**src/logic/lrsc_config.svh**
```systemverilog
// **************************************************************************
// Bus widths and the exclusive address window of the LR/SC adapter
// The window bounds are inclusive and must lie inside the address range
// The ID width sets the number of reservation slots (one per ID)
// **************************************************************************

`ifndef LRSC_CONFIG_SVH
`define LRSC_CONFIG_SVH

`define LRSC_ADDR_W 16
`define LRSC_DATA_W 32
`define LRSC_ID_W 2

// Exclusive window, both ends inclusive
`define LRSC_EXCL_BEGIN 16'h0100
`define LRSC_EXCL_END 16'h01FF

`endif
```
**src/logic/lrsc_pkg.sv**
```systemverilog
// **************************************************************************
// Channel payload types and FSM encodings of the LR/SC adapter
// All beats are single, so there are no burst or last fields
// **************************************************************************

`include "lrsc_config.svh"

package lrsc_pkg;

    typedef logic [`LRSC_ADDR_W-1:0] addr_t;
    typedef logic [`LRSC_DATA_W-1:0] data_t;
    typedef logic [`LRSC_ID_W-1:0] id_t;
    typedef logic [`LRSC_DATA_W/8-1:0] strb_t;

    // Top bit set marks an error response
    typedef enum logic [1:0] {
        OKAY   = 2'b00,
        EXOKAY = 2'b01,
        SLVERR = 2'b10,
        DECERR = 2'b11
    } resp_e;

    typedef struct packed {
        addr_t addr;
        id_t   id;
        logic  lock;
    } ar_chan_t;

    typedef struct packed {
        addr_t addr;
        id_t   id;
        logic  lock;
    } aw_chan_t;

    typedef struct packed {
        data_t data;
        strb_t strb;
    } w_chan_t;

    typedef struct packed {
        data_t data;
        resp_e resp;
        id_t   id;
    } r_chan_t;

    typedef struct packed {
        resp_e resp;
        id_t   id;
    } b_chan_t;

    typedef enum logic [1:0] {R_IDLE, R_WAIT_AR, R_WAIT_R} r_state_e;

    typedef enum logic [2:0] {
        W_IDLE, W_FORWARD, W_BYPASS, W_DROP, B_FORWARD, B_INJECT
    } w_state_e;

endpackage

```
**src/logic/lrsc_adapter.sv**
```systemverilog
// **************************************************************************
// LR/SC adapter between an upstream master and a plain memory slave
// Exclusive accesses are honoured only inside the configured window
// At most one read and one write are outstanding; all beats are single
// **************************************************************************

module lrsc_adapter (
    input  logic                clk_i,
    input  logic                rst_ni,

    // Upstream side, driven by the bus master
    input  lrsc_pkg::ar_chan_t  slv_ar_i,
    input  logic                slv_ar_valid_i,
    output logic                slv_ar_ready_o,
    input  lrsc_pkg::aw_chan_t  slv_aw_i,
    input  logic                slv_aw_valid_i,
    output logic                slv_aw_ready_o,
    input  lrsc_pkg::w_chan_t   slv_w_i,
    input  logic                slv_w_valid_i,
    output logic                slv_w_ready_o,
    output lrsc_pkg::r_chan_t   slv_r_o,
    output logic                slv_r_valid_o,
    input  logic                slv_r_ready_i,
    output lrsc_pkg::b_chan_t   slv_b_o,
    output logic                slv_b_valid_o,
    input  logic                slv_b_ready_i,

    // Downstream side, towards the memory slave
    output lrsc_pkg::ar_chan_t  mst_ar_o,
    output logic                mst_ar_valid_o,
    input  logic                mst_ar_ready_i,
    output lrsc_pkg::aw_chan_t  mst_aw_o,
    output logic                mst_aw_valid_o,
    input  logic                mst_aw_ready_i,
    output lrsc_pkg::w_chan_t   mst_w_o,
    output logic                mst_w_valid_o,
    input  logic                mst_w_ready_i,
    input  lrsc_pkg::r_chan_t   mst_r_i,
    input  logic                mst_r_valid_i,
    output logic                mst_r_ready_o,
    input  lrsc_pkg::b_chan_t   mst_b_i,
    input  logic                mst_b_valid_i,
    output logic                mst_b_ready_o
);

    logic               set_valid, chk_hit, clr_valid;
    lrsc_pkg::addr_t    set_addr, chk_addr, clr_addr;
    lrsc_pkg::id_t      set_id, chk_id;

    // Channel ports share names with the top, so they bind implicitly
    lrsc_read_ctrl read_ctrl_i (
        .*,
        .set_valid_o (set_valid),
        .set_addr_o  (set_addr),
        .set_id_o    (set_id)
    );

    lrsc_write_ctrl write_ctrl_i (
        .*,
        .chk_addr_o  (chk_addr),
        .chk_id_o    (chk_id),
        .chk_hit_i   (chk_hit),
        .clr_valid_o (clr_valid),
        .clr_addr_o  (clr_addr)
    );

    lrsc_res_table res_table_i (
        .clk_i       (clk_i),
        .rst_ni      (rst_ni),
        .set_valid_i (set_valid),
        .set_addr_i  (set_addr),
        .set_id_i    (set_id),
        .chk_addr_i  (chk_addr),
        .chk_id_i    (chk_id),
        .chk_hit_o   (chk_hit),
        .clr_valid_i (clr_valid),
        .clr_addr_i  (clr_addr)
    );

endmodule

```
**src/logic/lrsc_write_ctrl.sv**
```systemverilog
// **************************************************************************
// AW/W/B controller, one write outstanding at a time
// Exclusive writes in the window need a matching reservation, else the
// data beat is swallowed and OKAY is returned without touching memory
// Every forwarded in-window write clears reservations on its address
// **************************************************************************

`include "lrsc_config.svh"

module lrsc_write_ctrl (
    input  logic                clk_i,
    input  logic                rst_ni,

    input  lrsc_pkg::aw_chan_t  slv_aw_i,
    input  logic                slv_aw_valid_i,
    output logic                slv_aw_ready_o,
    input  lrsc_pkg::w_chan_t   slv_w_i,
    input  logic                slv_w_valid_i,
    output logic                slv_w_ready_o,
    output lrsc_pkg::b_chan_t   slv_b_o,
    output logic                slv_b_valid_o,
    input  logic                slv_b_ready_i,

    output lrsc_pkg::aw_chan_t  mst_aw_o,
    output logic                mst_aw_valid_o,
    input  logic                mst_aw_ready_i,
    output lrsc_pkg::w_chan_t   mst_w_o,
    output logic                mst_w_valid_o,
    input  logic                mst_w_ready_i,
    input  lrsc_pkg::b_chan_t   mst_b_i,
    input  logic                mst_b_valid_i,
    output logic                mst_b_ready_o,

    output lrsc_pkg::addr_t     chk_addr_o,
    output lrsc_pkg::id_t       chk_id_o,
    input  logic                chk_hit_i,
    output logic                clr_valid_o,
    output lrsc_pkg::addr_t     clr_addr_o
);

    lrsc_pkg::w_state_e w_state_q, w_state_d;
    lrsc_pkg::addr_t    w_addr_q;
    lrsc_pkg::id_t      w_id_q;
    logic               aw_in_win;

    assign aw_in_win = (slv_aw_i.addr >= `LRSC_EXCL_BEGIN)
                    && (slv_aw_i.addr <= `LRSC_EXCL_END);

    assign mst_aw_o = slv_aw_i;
    assign mst_w_o  = slv_w_i;

    // Lookup is driven straight from the pending AW
    assign chk_addr_o = slv_aw_i.addr;
    assign chk_id_o   = slv_aw_i.id;

    assign clr_addr_o  = w_addr_q;
    assign clr_valid_o = (w_state_q == lrsc_pkg::W_FORWARD) && slv_w_valid_i && mst_w_ready_i;

    always_comb begin
        mst_aw_valid_o = 1'b0;
        slv_aw_ready_o = 1'b0;
        mst_w_valid_o  = 1'b0;
        slv_w_ready_o  = 1'b0;
        mst_b_ready_o  = 1'b0;
        slv_b_valid_o  = 1'b0;
        slv_b_o        = mst_b_i;
        w_state_d      = w_state_q;

        case (w_state_q)
            lrsc_pkg::W_IDLE: begin
                if (slv_aw_valid_i) begin
                    if (aw_in_win && slv_aw_i.lock && !chk_hit_i) begin
                        // Failed store-conditional, nothing goes downstream
                        slv_aw_ready_o = 1'b1;
                        w_state_d = lrsc_pkg::W_DROP;
                    end else begin
                        mst_aw_valid_o = 1'b1;
                        slv_aw_ready_o = mst_aw_ready_i;
                        if (mst_aw_ready_i) begin
                            w_state_d = aw_in_win ? lrsc_pkg::W_FORWARD : lrsc_pkg::W_BYPASS;
                        end
                    end
                end
            end
            lrsc_pkg::W_FORWARD, lrsc_pkg::W_BYPASS: begin
                mst_w_valid_o = slv_w_valid_i;
                slv_w_ready_o = mst_w_ready_i;
                if (slv_w_valid_i && mst_w_ready_i) begin
                    w_state_d = lrsc_pkg::B_FORWARD;
                end
            end
            lrsc_pkg::W_DROP: begin
                slv_w_ready_o = 1'b1;
                if (slv_w_valid_i) begin
                    w_state_d = lrsc_pkg::B_INJECT;
                end
            end
            lrsc_pkg::B_FORWARD: begin
                mst_b_ready_o = slv_b_ready_i;
                slv_b_valid_o = mst_b_valid_i;
                if (mst_b_valid_i && slv_b_ready_i) begin
                    w_state_d = lrsc_pkg::W_IDLE;
                end
            end
            lrsc_pkg::B_INJECT: begin
                slv_b_valid_o = 1'b1;
                slv_b_o.resp  = lrsc_pkg::OKAY;
                slv_b_o.id    = w_id_q;
                if (slv_b_ready_i) begin
                    w_state_d = lrsc_pkg::W_IDLE;
                end
            end
            default: w_state_d = lrsc_pkg::W_IDLE;
        endcase
    end

    always_ff @(posedge clk_i or negedge rst_ni) begin
        if (!rst_ni) begin
            w_state_q <= lrsc_pkg::W_IDLE;
        end else begin
            w_state_q <= w_state_d;
        end
    end

    // Address and ID of the accepted AW
    always_ff @(posedge clk_i) begin
        if (slv_aw_valid_i && slv_aw_ready_o) begin
            w_addr_q <= slv_aw_i.addr;
            w_id_q   <= slv_aw_i.id;
        end
    end

endmodule

```
**src/logic/lrsc_read_ctrl.sv**
```systemverilog
// **************************************************************************
// AR/R controller, one read outstanding at a time
// An in-window exclusive AR reserves its address for its ID on acceptance
// Non-error responses of such a read are upgraded to EXOKAY
// **************************************************************************

`include "lrsc_config.svh"

module lrsc_read_ctrl (
    input  logic                clk_i,
    input  logic                rst_ni,

    input  lrsc_pkg::ar_chan_t  slv_ar_i,
    input  logic                slv_ar_valid_i,
    output logic                slv_ar_ready_o,
    output lrsc_pkg::r_chan_t   slv_r_o,
    output logic                slv_r_valid_o,
    input  logic                slv_r_ready_i,

    output lrsc_pkg::ar_chan_t  mst_ar_o,
    output logic                mst_ar_valid_o,
    input  logic                mst_ar_ready_i,
    input  lrsc_pkg::r_chan_t   mst_r_i,
    input  logic                mst_r_valid_i,
    output logic                mst_r_ready_o,

    output logic                set_valid_o,
    output lrsc_pkg::addr_t     set_addr_o,
    output lrsc_pkg::id_t       set_id_o
);

    lrsc_pkg::r_state_e r_state_q, r_state_d;
    logic               r_excl_q, r_excl_d;
    logic               ar_excl;
    logic               ar_accept;

    assign ar_excl = slv_ar_i.lock
                  && (slv_ar_i.addr >= `LRSC_EXCL_BEGIN)
                  && (slv_ar_i.addr <= `LRSC_EXCL_END);
    assign ar_accept = slv_ar_valid_i && slv_ar_ready_o;

    // Request goes downstream unchanged
    assign mst_ar_o = slv_ar_i;

    assign set_valid_o = ar_accept && ar_excl;
    assign set_addr_o  = slv_ar_i.addr;
    assign set_id_o    = slv_ar_i.id;

    assign r_excl_d = ar_accept ? ar_excl : r_excl_q;

    always_comb begin
        mst_ar_valid_o = 1'b0;
        slv_ar_ready_o = 1'b0;
        mst_r_ready_o  = 1'b0;
        slv_r_valid_o  = 1'b0;
        r_state_d      = r_state_q;

        case (r_state_q)
            lrsc_pkg::R_IDLE: begin
                if (slv_ar_valid_i) begin
                    mst_ar_valid_o = 1'b1;
                    slv_ar_ready_o = mst_ar_ready_i;
                    r_state_d = mst_ar_ready_i ? lrsc_pkg::R_WAIT_R : lrsc_pkg::R_WAIT_AR;
                end
            end
            lrsc_pkg::R_WAIT_AR: begin
                mst_ar_valid_o = slv_ar_valid_i;
                slv_ar_ready_o = mst_ar_ready_i;
                if (slv_ar_valid_i && mst_ar_ready_i) begin
                    r_state_d = lrsc_pkg::R_WAIT_R;
                end
            end
            lrsc_pkg::R_WAIT_R: begin
                mst_r_ready_o = slv_r_ready_i;
                slv_r_valid_o = mst_r_valid_i;
                if (mst_r_valid_i && slv_r_ready_i) begin
                    r_state_d = lrsc_pkg::R_IDLE;
                end
            end
            default: r_state_d = lrsc_pkg::R_IDLE;
        endcase
    end

    // Errors keep their code, everything else reflects the exclusive flag
    always_comb begin
        slv_r_o = mst_r_i;
        if (!mst_r_i.resp[1]) begin
            slv_r_o.resp = r_excl_q ? lrsc_pkg::EXOKAY : lrsc_pkg::OKAY;
        end
    end

    always_ff @(posedge clk_i or negedge rst_ni) begin
        if (!rst_ni) begin
            r_state_q <= lrsc_pkg::R_IDLE;
            r_excl_q  <= 1'b0;
        end else begin
            r_state_q <= r_state_d;
            r_excl_q  <= r_excl_d;
        end
    end

endmodule

```
**src/logic/lrsc_res_table.sv**
```systemverilog
// **************************************************************************
// Reservation table with one slot per transaction ID
// Set, check and clear are always accepted; updates show the next cycle
// A set wins over a clear of the same slot in the same cycle
// **************************************************************************

`include "lrsc_config.svh"

module lrsc_res_table (
    input  logic                clk_i,
    input  logic                rst_ni,

    // Reservation from an exclusive read
    input  logic                set_valid_i,
    input  lrsc_pkg::addr_t     set_addr_i,
    input  lrsc_pkg::id_t       set_id_i,

    // Lookup for an exclusive write
    input  lrsc_pkg::addr_t     chk_addr_i,
    input  lrsc_pkg::id_t       chk_id_i,
    output logic                chk_hit_o,

    // Invalidate every slot on an address
    input  logic                clr_valid_i,
    input  lrsc_pkg::addr_t     clr_addr_i
);

    localparam int unsigned NUM_SLOTS = 1 << `LRSC_ID_W;

    logic [NUM_SLOTS-1:0]   slot_valid_q;
    logic [NUM_SLOTS-1:0]   slot_valid_d;
    lrsc_pkg::addr_t        slot_addr_q [NUM_SLOTS];

    always_comb begin
        slot_valid_d = slot_valid_q;
        for (int unsigned i = 0; i < NUM_SLOTS; i++) begin
            if (clr_valid_i && slot_addr_q[i] == clr_addr_i) begin
                slot_valid_d[i] = 1'b0;
            end
        end
        // Applied last so it overrides a clear on the same slot
        if (set_valid_i) begin
            slot_valid_d[set_id_i] = 1'b1;
        end
    end

    always_ff @(posedge clk_i or negedge rst_ni) begin
        if (!rst_ni) begin
            slot_valid_q <= '0;
        end else begin
            slot_valid_q <= slot_valid_d;
        end
    end

    always_ff @(posedge clk_i) begin
        if (set_valid_i) begin
            slot_addr_q[set_id_i] <= set_addr_i;
        end
    end

    // Answered from registered state only
    assign chk_hit_o = slot_valid_q[chk_id_i] && (slot_addr_q[chk_id_i] == chk_addr_i);

endmodule

```
**config.mk**
```make
export PLATFORM = sky130hd
export DESIGN_NAME = lrsc_adapter
export DESIGN_NICKNAME = d
export VERILOG_FILES = /design/src/logic/lrsc_pkg.sv /design/src/logic/lrsc_adapter.sv /design/src/logic/lrsc_write_ctrl.sv /design/src/logic/lrsc_read_ctrl.sv /design/src/logic/lrsc_res_table.sv
export VERILOG_INCLUDE_DIRS = /design/src /design/src/logic
export SDC_FILE = /design/constraint.sdc
export NUM_CORES = 1
export LEC_CHECK = 0
export BUFFER_PORTS_ARGS = -buffer_cell sky130_fd_sc_hd__buf_4
export CAP_MARGIN = 40
export CORE_ASPECT_RATIO = 2
export CORE_MARGIN = 5
export CORE_UTILIZATION = 52
export CTS_BUF_LIST = sky130_fd_sc_hd__clkbuf_4 sky130_fd_sc_hd__clkbuf_8
export DETAILED_ROUTE_END_ITERATION = 7
export PLACE_DENSITY = 0.88
export SLEW_MARGIN = 20
export SYNTH_ARGS = -nofsm -noshare
export SYNTH_HDL_FRONTEND = slang
export SYNTH_SLANG_ARGS = --single-unit
export TNS_END_PERCENT = 30
```
**constraint.sdc**
```tcl
create_clock -name clk_i -period 8.4 [get_ports clk_i]
set_input_delay 1.68 -clock clk_i [delete_from_list [all_inputs] [get_ports clk_i]]
set_output_delay 1.68 -clock clk_i [all_outputs]
set_load 0.05 [all_outputs]
```
# Yosys cells after proc, flatten, opt, wreduce, memory -nomap -nowiden

Memories as Yosys holds them, arrays and structs flattened.
Index checks and enable logic that the tools add are counted.

Muxes and demuxes: 44
Equal/unequal tests: 21
Order comparisons: 7
Bitwise operators: 1
Reductions and logical operators: 26

Operators by type and width:

| kind                | number |
|---|---|
| $eq 16x16->1        | 5 |
| $ge 16x9->1 const B | 2 |
| $le 16x9->1 const B | 2 |
| $mux 1              | 21 |
| $mux 3              | 7 |
| $logic_and 1x1->1   | 20 |
| $pmux 3 s5          | 1 |
| $mux 2              | 6 |
| $mux 4              | 2 |
| $ne 2x1->1 const B  | 4 |
| $ne 2x2->1 const B  | 4 |
| $pmux 1 s2          | 4 |
| $eq 3x2->1 const B  | 2 |
| $eq 3x3->1 const B  | 2 |
| $lt 2x3->1 const B  | 2 |
| $pmux 2 s3          | 1 |
| $reduce_and 6->1    | 1 |
| $or 4x4->4          | 1 |
| $eq 3x1->1 const B  | 1 |
| $logic_not 3->1     | 1 |
| $ne 3x2->1 const B  | 1 |
| $reduce_and 3->1    | 1 |
| $bmux 1 s2          | 1 |
| $demux 1 s2         | 1 |
| 6 further kinds     | 6 |

Word-level logic and storage cells: 106
Flip-flop bits (word level): 28
Memories kept: 1
Bits in writable memories: 64

Memory list:

| name                    | words | bits a word | read ports | clocked after memory_dff | write ports | RTL line             | RTL |
|---|---|---|---|---|---|---|---|
| res_table_i.slot_addr_q | 4     | 16          | 5          | 0                        | 1           | lrsc_res_table.sv:32 | `lrsc_pkg::addr_t slot_addr_q [NUM_SLOTS];` |

# Longest topological paths before layout

Gate-level depths: netlist of run 1.

Depth after elaboration: 9
Gate-level depth with buffers: 8
Mapped depth without buffers: 6

# Hierarchy

Synthesis of run 1 repeated with hierarchy kept, for this count alone.

Cells, all modules: 474
Area, all modules: 5715.5 µm²

Modules (own cells, without submodules):

| module          | times used | cells each | seq. area each (µm²) | area each (µm²) |
|---|---|---|---|---|
| lrsc_res_table  | 1          | 235        | 2021.9               | 3499.6 |
| lrsc_write_ctrl | 1          | 144        | 615.6                | 1478.9 |
| lrsc_read_ctrl  | 1          | 95         | 75.1                 | 737.0 |

# Worst setup path after synthesis of run 1

No wires, ideal clock.

Path kind: input to output
Start point: input slv_aw_i[2] in the netlist's numbering
End point: output mst_aw_valid_o
Stages on the path: 8
Buffers on the path: 2
Data arrival time: 3.909 ns
Slack: 2.811 ns
Cells stage by stage: buf_2 buf_2 mux4_2 xnor2_1 nand4_1 nor4_2 a31o_2 nor2b_1

Cells in the longest elaborated chain, start to end: 8
Elaborated cells on any way between the ends: 10

Ends and longest elaborated chain:

| element                                    | RTL line              | RTL |
|---|---|---|
| from (decl)                                | lrsc_adapter.sv:15    | `input lrsc_pkg::aw_chan_t slv_aw_i,` |
| $mem_v2 4x16 or $bmux 1 s2 (tied branches) | n/a                   |  |
| $eq 16x16->1 or $mux 1 (tied branches)     | lrsc_res_table.sv:62  | `assign chk_hit_o = slot_valid_q[chk_id_i] && (slot_addr_q[chk_id_i] == chk_addr_i);` |
| $logic_and 1x1->1 *                        | lrsc_res_table.sv:62  |  |
| $logic_not 1->1 *                          | lrsc_write_ctrl.sv:72 | `if (aw_in_win && slv_aw_i.lock && !chk_hit_i) begin` |
| $logic_and 1x1->1 *                        | lrsc_write_ctrl.sv:72 |  |
| $mux 1 *                                   | lrsc_write_ctrl.sv:72 |  |
| $mux 1 *                                   | lrsc_write_ctrl.sv:71 | `if (slv_aw_valid_i) begin` |
| $mux 1 *                                   | lrsc_write_ctrl.sv:69 | `case (w_state_q)` |
| to (decl)                                  | lrsc_adapter.sv:33    | `output logic mst_aw_valid_o,` |

Mark *: on every way between the ends. The rest lies on a longest branch, timed or not. The select of a mux whose other input is x is not followed.

# Worst setup path in the final report of run 1

Start point: input slv_aw_i[1] in the netlist's numbering
End point: output mst_aw_valid_o

Same word-level chain as after synthesis.

==> impl_metrics.json, run 1 <==
{
  "ys_ff_latch": 92,
  "grt_pass1_wl_um": 21100,
  "cp-start-kind": "primary input",
  "clk_pin_slew_worst_paths_ns": 0.08,
  "maxCapViolCount": 0,
  "worst_r2r_path_depth": 7,
  "globalRouteOverflowTotal": 0,
  "clkPwrFrac_pct": 26.4,
  "hold_path_depth": 2,
  "synth_xor_xnor_area_share_pct": 13.4,
  "rr_endpoint": "write_ctrl_i.clr_addr_o[6]",
  "dr.pass1.iters": 4,
  "rrSetupSlack_ns": 5.91,
  "fin_ws_ns": 2.77,
  "p_switching_uw": 332,
  "synthSimpleGateAreaFrac_pct": 7.80,
  "worstPathRequired_ns": 6.72,
  "setup_viol": 0,
  "netlist_instances": 435,
  "drtIter0Drc": 200,
  "drive_gt1_share_pct": 33.9,
  "layout_min_cycle_time_ns": 5.63,
  "cts.sinks": 92,
  "rsz0062_at_grt": "false",
  "cts_buffers": 9,
  "avgViaCountPerCell": 5.59,
  "synth_edf_count": 82,
  "yosysUniqueCellTypes": 44,
  "port_buffers": 109,
  "sequentialPowerShare_pct": 50.5,
  "path_class": "primary input to primary output",
  "hold_path.startpoint": "read_ctrl_i.r_excl_q",
  "dp_slack_ns": 2.75,
  "htreeDepth": 3,
  "synth_top_family_by_area": "buffers and inverters",
  "synth_fa_ha_area_share_pct": 0,
  "p_int_uw": 745,
  "fin_crit_sh_pct": 67.0,
  "synth_common_cells": "109 x buf_4, 82 x edfxtp_1, 45 x xnor2_1",
  "post-route-util_pct": 57.1,
  "antenna_cells": 0,
  "synth_compound_area_share_pct": 3.90,
  "grt_start_max_net_pins": 26,
  "drv_slew": 0,
  "crit_path_end_kind": "primary output",
  "start_util_pct": 53.1,
  "hold_end": "read_ctrl_i.r_excl_q",
  "postRouteAntennaNets": 0,
  "skew_ns": 0.0107,
  "yosys-mux-area-fraction_pct": 7.40,
  "worst_skew_pair.late_latency_ns": 0.36,
  "reg2reg_from": "res_table_i.slot_addr_q[0][13]",
  "die-area_um2": 12600,
  "io_pins": 250,
  "yosysMostFrequentCell": "buf_4",
  "ir_worst_vdd_uv": 124,
  "grtUsageTotal_pct": 24.2,
  "yosysTopAreaCell": "edfxtp_1",
  "dp_hpwl_um": 12600,
  "vias": 3242,
  "wl_per_cell_um": 25.9,
  "final.setup.tns_ns": 0,
  "synth.avg_cell_area_um2": 12.3,
  "drcViolationCount": 0,
  "dieWidth_um": 81.8,
  "grt_pass1_vias": 3533,
  "async_flop_share_pct": 10.9,
  "syn_nets": 561,
  "fillers": 848,
  "arrival_ns": 3.95,
  "antenna_found_initial": 0,
  "place_congestion": 1.00,
  "cts_root_buf": "clkbuf_8",
  "ys_warn_count": 0,
  "hold_viol_final": 0,
  "postCtsSetupBuffers": 0,
  "p_per_area_nw_per_um2": 187,
  "tightest_slew_ns": 0.654,
  "critPathMaxFanout": 21,
  "cts_hold_buf": 0,
  "status": "completed",
  "fp.dieH_um": 154,
  "area_growth_pct": 7.57,
  "synth_area_um2": 5360,
  "cts_resized": 0,
  "comb_power_share_pct": 23.1,
  "p_leak_uw": 0.00216,
  "cts_tree": "yes",
  "switching_share_pct": 30.8,
  "dp.cells": 564,
  "ys_top_cells_by_area": "edfxtp_1 46%, buf_4 15%, xnor2_1 7.4%",
  "clock_path_buffers": 2,
  "synth_top_cell_area_share_pct": 46.0,
  "routed_wl_um": 15000,
  "nets": 566,
  "seq_area_frac_synth_pct": 50.6,
  "slew_headroom_pct": 56.2,
  "hold_class": "flop to flop",
  "synth_top_flop_cell": "edfxtp_1",
  "rows": 52,
  "core-area_um2": 10100,
  "finalNonFillerCells": 580,
  "max_freq_mhz": 178
}
[worst max-delay path by stage]
| stage | startpoint | endpoint | slack, ns |
|---|---|---|---|
| 4_1_cts | slv_aw_i[1] | mst_aw_valid_o | 2.75 |
| 5_1_grt | slv_aw_i[1] | mst_aw_valid_o | 2.67 |
| 3_5_place_dp | slv_aw_i[1] | mst_aw_valid_o | 2.75 |
| 3_3_place_gp | slv_aw_i[2] | mst_aw_valid_o | 2.75 |
| 6_report | slv_aw_i[1] | mst_aw_valid_o | 2.77 |
| 2_1_floorplan | slv_aw_i[2] | mst_aw_valid_o | 2.81 |
[logic make-up after synthesis]
family,after synthesis
compound gates,31
xor+xnor,82
buf+inv,128
flops,92
mux,24
simple gates,78
[cell type report]
type	count	area [µm²]	share of cell area (%)
inverter	8	30.0	0.521
sequential	92	2710	47.1
clock inverter	7	66.3	1.15
timing repair buffer	114	887	15.4
tap	135	169	2.93
clock buffer	9	124	2.15
multi-input combinational	215	1770	30.8
[power groups by stage]
stage / clock network, µW / registers (µW) / logic (µW)
floorplan: 0 / 542 / 268
global placement: 0 / 551 / 245
detailed placement: 0 / 553 / 250
CTS: 289 / 543 / 250
global route: 309 / 546 / 263
finish: 284 / 544 / 248
[sequential cells by signal (all words and copies together) (netlist names)]
signal                    count
write_ctrl_i.w_id_q           2
write_ctrl_i.w_state_q        3
read_ctrl_i.r_excl_q          1
read_ctrl_i.r_state_q         2
res_table_i.slot_valid_q      4
write_ctrl_i.clr_addr_o      16
res_table_i.slot_addr_q      64
[cell usage in the layout, fill, tap and decap left out, types with 2 or more instances in the layout]
cell type | synthesis | routed
clkbuf_8 | 0 | 9
dfrtp_1 | 10 | 10
buf_4 | 109 | 110
o211ai_1 | 2 | 2
mux2i_1 | 7 | 7
xnor2_1 | 45 | 45
o21ai_0 | 6 | 6
a21oi_1 | 6 | 5
and3_1 | 2 | 2
nor2b_1 | 3 | 3
o22ai_1 | 2 | 2
nor2_2 | 0 | 2
and3b_1 | 2 | 2
clkinv_1 | 0 | 3
edfxtp_1 | 82 | 82
nor2_1 | 9 | 7
or3_1 | 2 | 2
nor3_4 | 0 | 2
inv_1 | 8 | 8
a22o_1 | 2 | 2
nand4_1 | 13 | 13
nor4_1 | 9 | 9
nand2_1 | 17 | 17
a21o_1 | 2 | 2
xor2_1 | 37 | 37
nand3_1 | 5 | 5
nor3_1 | 10 | 8
mux4_2 | 12 | 12
and2_1 | 3 | 3
mux2_2 | 5 | 5
buf_6 | 1 | 3
[layer usage]
metal,vias to the layer above,part of all wire [%],GRT usage (%)
li1,1452,-,-
met1,1550,29,21.7
met2,155,51,40.5
met3,85,12,10.7
met4,0,8.2,18.5
met5,-,0,0
[worst max-delay path, stage by stage]
cell and delay, ns:
buf_4 0.29, mux4_2 0.56, xnor2_1 0.19, nand4_1 0.17
nor4_2 0.39, a31o_2 0.25, nor2b_1 0.19, buf_4 0.23
[stage by stage]
stage	total power, µW	hold WS [ns]	cell area, µm²
finish	1080	0.500	5760
global route	1120	0.518	5760
CTS	1080	0.498	5760
detailed placement	803	0.477	5570
global placement	797	0.469	5510
floorplan	811	0.443	5360
Power figures use the tool's default switching activity.
==> run 2: changes to the inputs <==
- CORE_UTILIZATION: 52 -> 44
- PLACE_DENSITY: 0.88 -> 0.79
- clock period: 8.4 -> 4.95 ns (I/O delays scaled with it)
==> impl_metrics.json, run 2 (synthesis results as in run 1) <==
{
  "postRouteAntennaNets": 0,
  "postCtsSetupBuffers": 0,
  "clock_path_buffers": 2,
  "slew_headroom_pct": 52.1,
  "regMostFlops": "res_table_i.slot_addr_q",
  "globalRouteOverflowTotal": 0,
  "arrival_ns": 3.27,
  "vias": 3327,
  "routed_wl_um": 15800,
  "grt_pass1_vias": 3523,
  "final.setup.tns_ns": 0,
  "crit_path_end_kind": "primary output",
  "worst_skew_pair.late_latency_ns": 0.37,
  "path_common_cell": "buf_4",
  "cts_resized": 0,
  "tightest_slew_ns": 0.712,
  "cts_tree": "yes",
  "grt_start_max_net_pins": 26,
  "io_pins": 250,
  "cp_slowest_stage_delay_ns": 0.57,
  "skew_ns": 0.0187,
  "start_util_pct": 44.4,
  "fp.dieH_um": 166,
  "final_cell_mix": "110 x buf_4, 82 x edfxtp_1, 45 x xnor2_1",
  "path_class": "primary input to primary output",
  "critPathMaxFanout": 25,
  "worstPathRequired_ns": 3.96,
  "fin_crit_sh_pct": 86.1,
  "cts_buffers": 9,
  "cts.sinks": 92,
  "grtUsageTotal_pct": 21.5,
  "p_per_area_nw_per_um2": 327,
  "area_growth_pct": 8.39,
  "status": "completed",
  "ir_worst_vdd_uv": 203,
  "dr.pass1.iters": 5,
  "cts_hold_buf": 0,
  "setup_viol": 0,
  "path_cells": "buf_4 > mux4_2 > xnor2_1 > nand4_1 > nor4_2 > a31o_2 > nor2b_1 > buf_4",
  "port_buffers": 109,
  "cp_num_buf_inv": 2,
  "antenna_found_initial": 0,
  "drtIter0Drc": 231,
  "maxCapViolCount": 0,
  "final_common_cell": "buf_4",
  "drcViolationCount": 0,
  "core-area_um2": 12100,
  "wl_per_cell_um": 26.7,
  "dp_hpwl_um": 12900,
  "path_delay_family": "simple AND/OR/NAND/NOR gates",
  "cts_root_buf": "clkbuf_8",
  "largest_reg_flops": 64,
  "p_leak_uw": 0.00218,
  "antenna_cells": 0,
  "clk_pin_slew_worst_paths_ns": 0.10,
  "die-area_um2": 14600,
  "power.total_uw": 1900,
  "max_freq_mhz": 235,
  "hold_class": "primary input to async pin",
  "nets": 566,
  "avgViaCountPerCell": 5.62,
  "layout_min_cycle_time_ns": 4.26,
  "hold_viol_final": 0,
  "dieWidth_um": 88.0,
  "cp_slowest_cell": "mux4_2",
  "htreeDepth": 3,
  "fillers": 1038,
  "place_congestion": 0.996,
  "drive_gt1_share_pct": 34.6,
  "cp-start-kind": "primary input",
  "grt_pass1_wl_um": 22000,
  "drv_slew": 0,
  "rows": 57,
  "rsz0062_at_grt": "false"
}
## run 2: layer usage
metal  track usage (%)  vias up  part of all wire, %
met4              19.1        0                   10
met2              35.4      199                   49
met5                 0        -                    0
met1              18.7     1588                   28
met3              9.33       99                   12
li1                  -     1441                    -
## run 2: path summary, 6_finish.rpt
check / startpoint / to / slack [ns] / cells after the start
min in group clk_i: read_ctrl_i.r_excl_q / read_ctrl_i.r_excl_q / 0.49 / 2
worst max-delay path: slv_aw_i[2] / mst_aw_valid_o / 0.69 / 8
worst min-delay path: rst_ni / write_ctrl_i.w_state_q[0] / 0.45 / 1
max in group asynchronous: rst_ni / res_table_i.slot_valid_q[3] / 4.33 / 1
worst min register to register: read_ctrl_i.r_excl_q / read_ctrl_i.r_excl_q / 0.49 / 2
worst max register to register: res_table_i.slot_addr_q[3][0] / write_ctrl_i.clr_addr_o[15] / 2.42 / 7
## run 2: where the power goes
part / internal, µW / switching, µW
Combinational: 154 / 266
Sequential: 878 / 45.3
Clock: 291 / 265
## run 2: cell type report
type,count,area (µm²),area share [%]
flip-flops and latches,92,2710,46.7
clock inverters,6,88.8,1.53
multi-input cells,215,1770,30.5
well taps,147,184,3.17
inverters,8,30.0,0.517
repair buffers,114,886,15.3
clock buffers,10,131,2.26
## run 2: through the flow
step | util [%] | cell area [µm²] | hold WS [ns] | setup WS [ns] | cells
floorplan | - | 5360 | 0.443 | 0.741 | 435
global placement | 45.8 | 5530 | 0.467 | 0.684 | 572
detailed placement | 46.3 | 5590 | 0.464 | 0.641 | 576
CTS | 48.2 | 5810 | 0.442 | 0.636 | 592
global route | 48.2 | 5810 | 0.446 | 0.543 | 592
finish | 48.2 | 5810 | 0.446 | 0.688 | 592
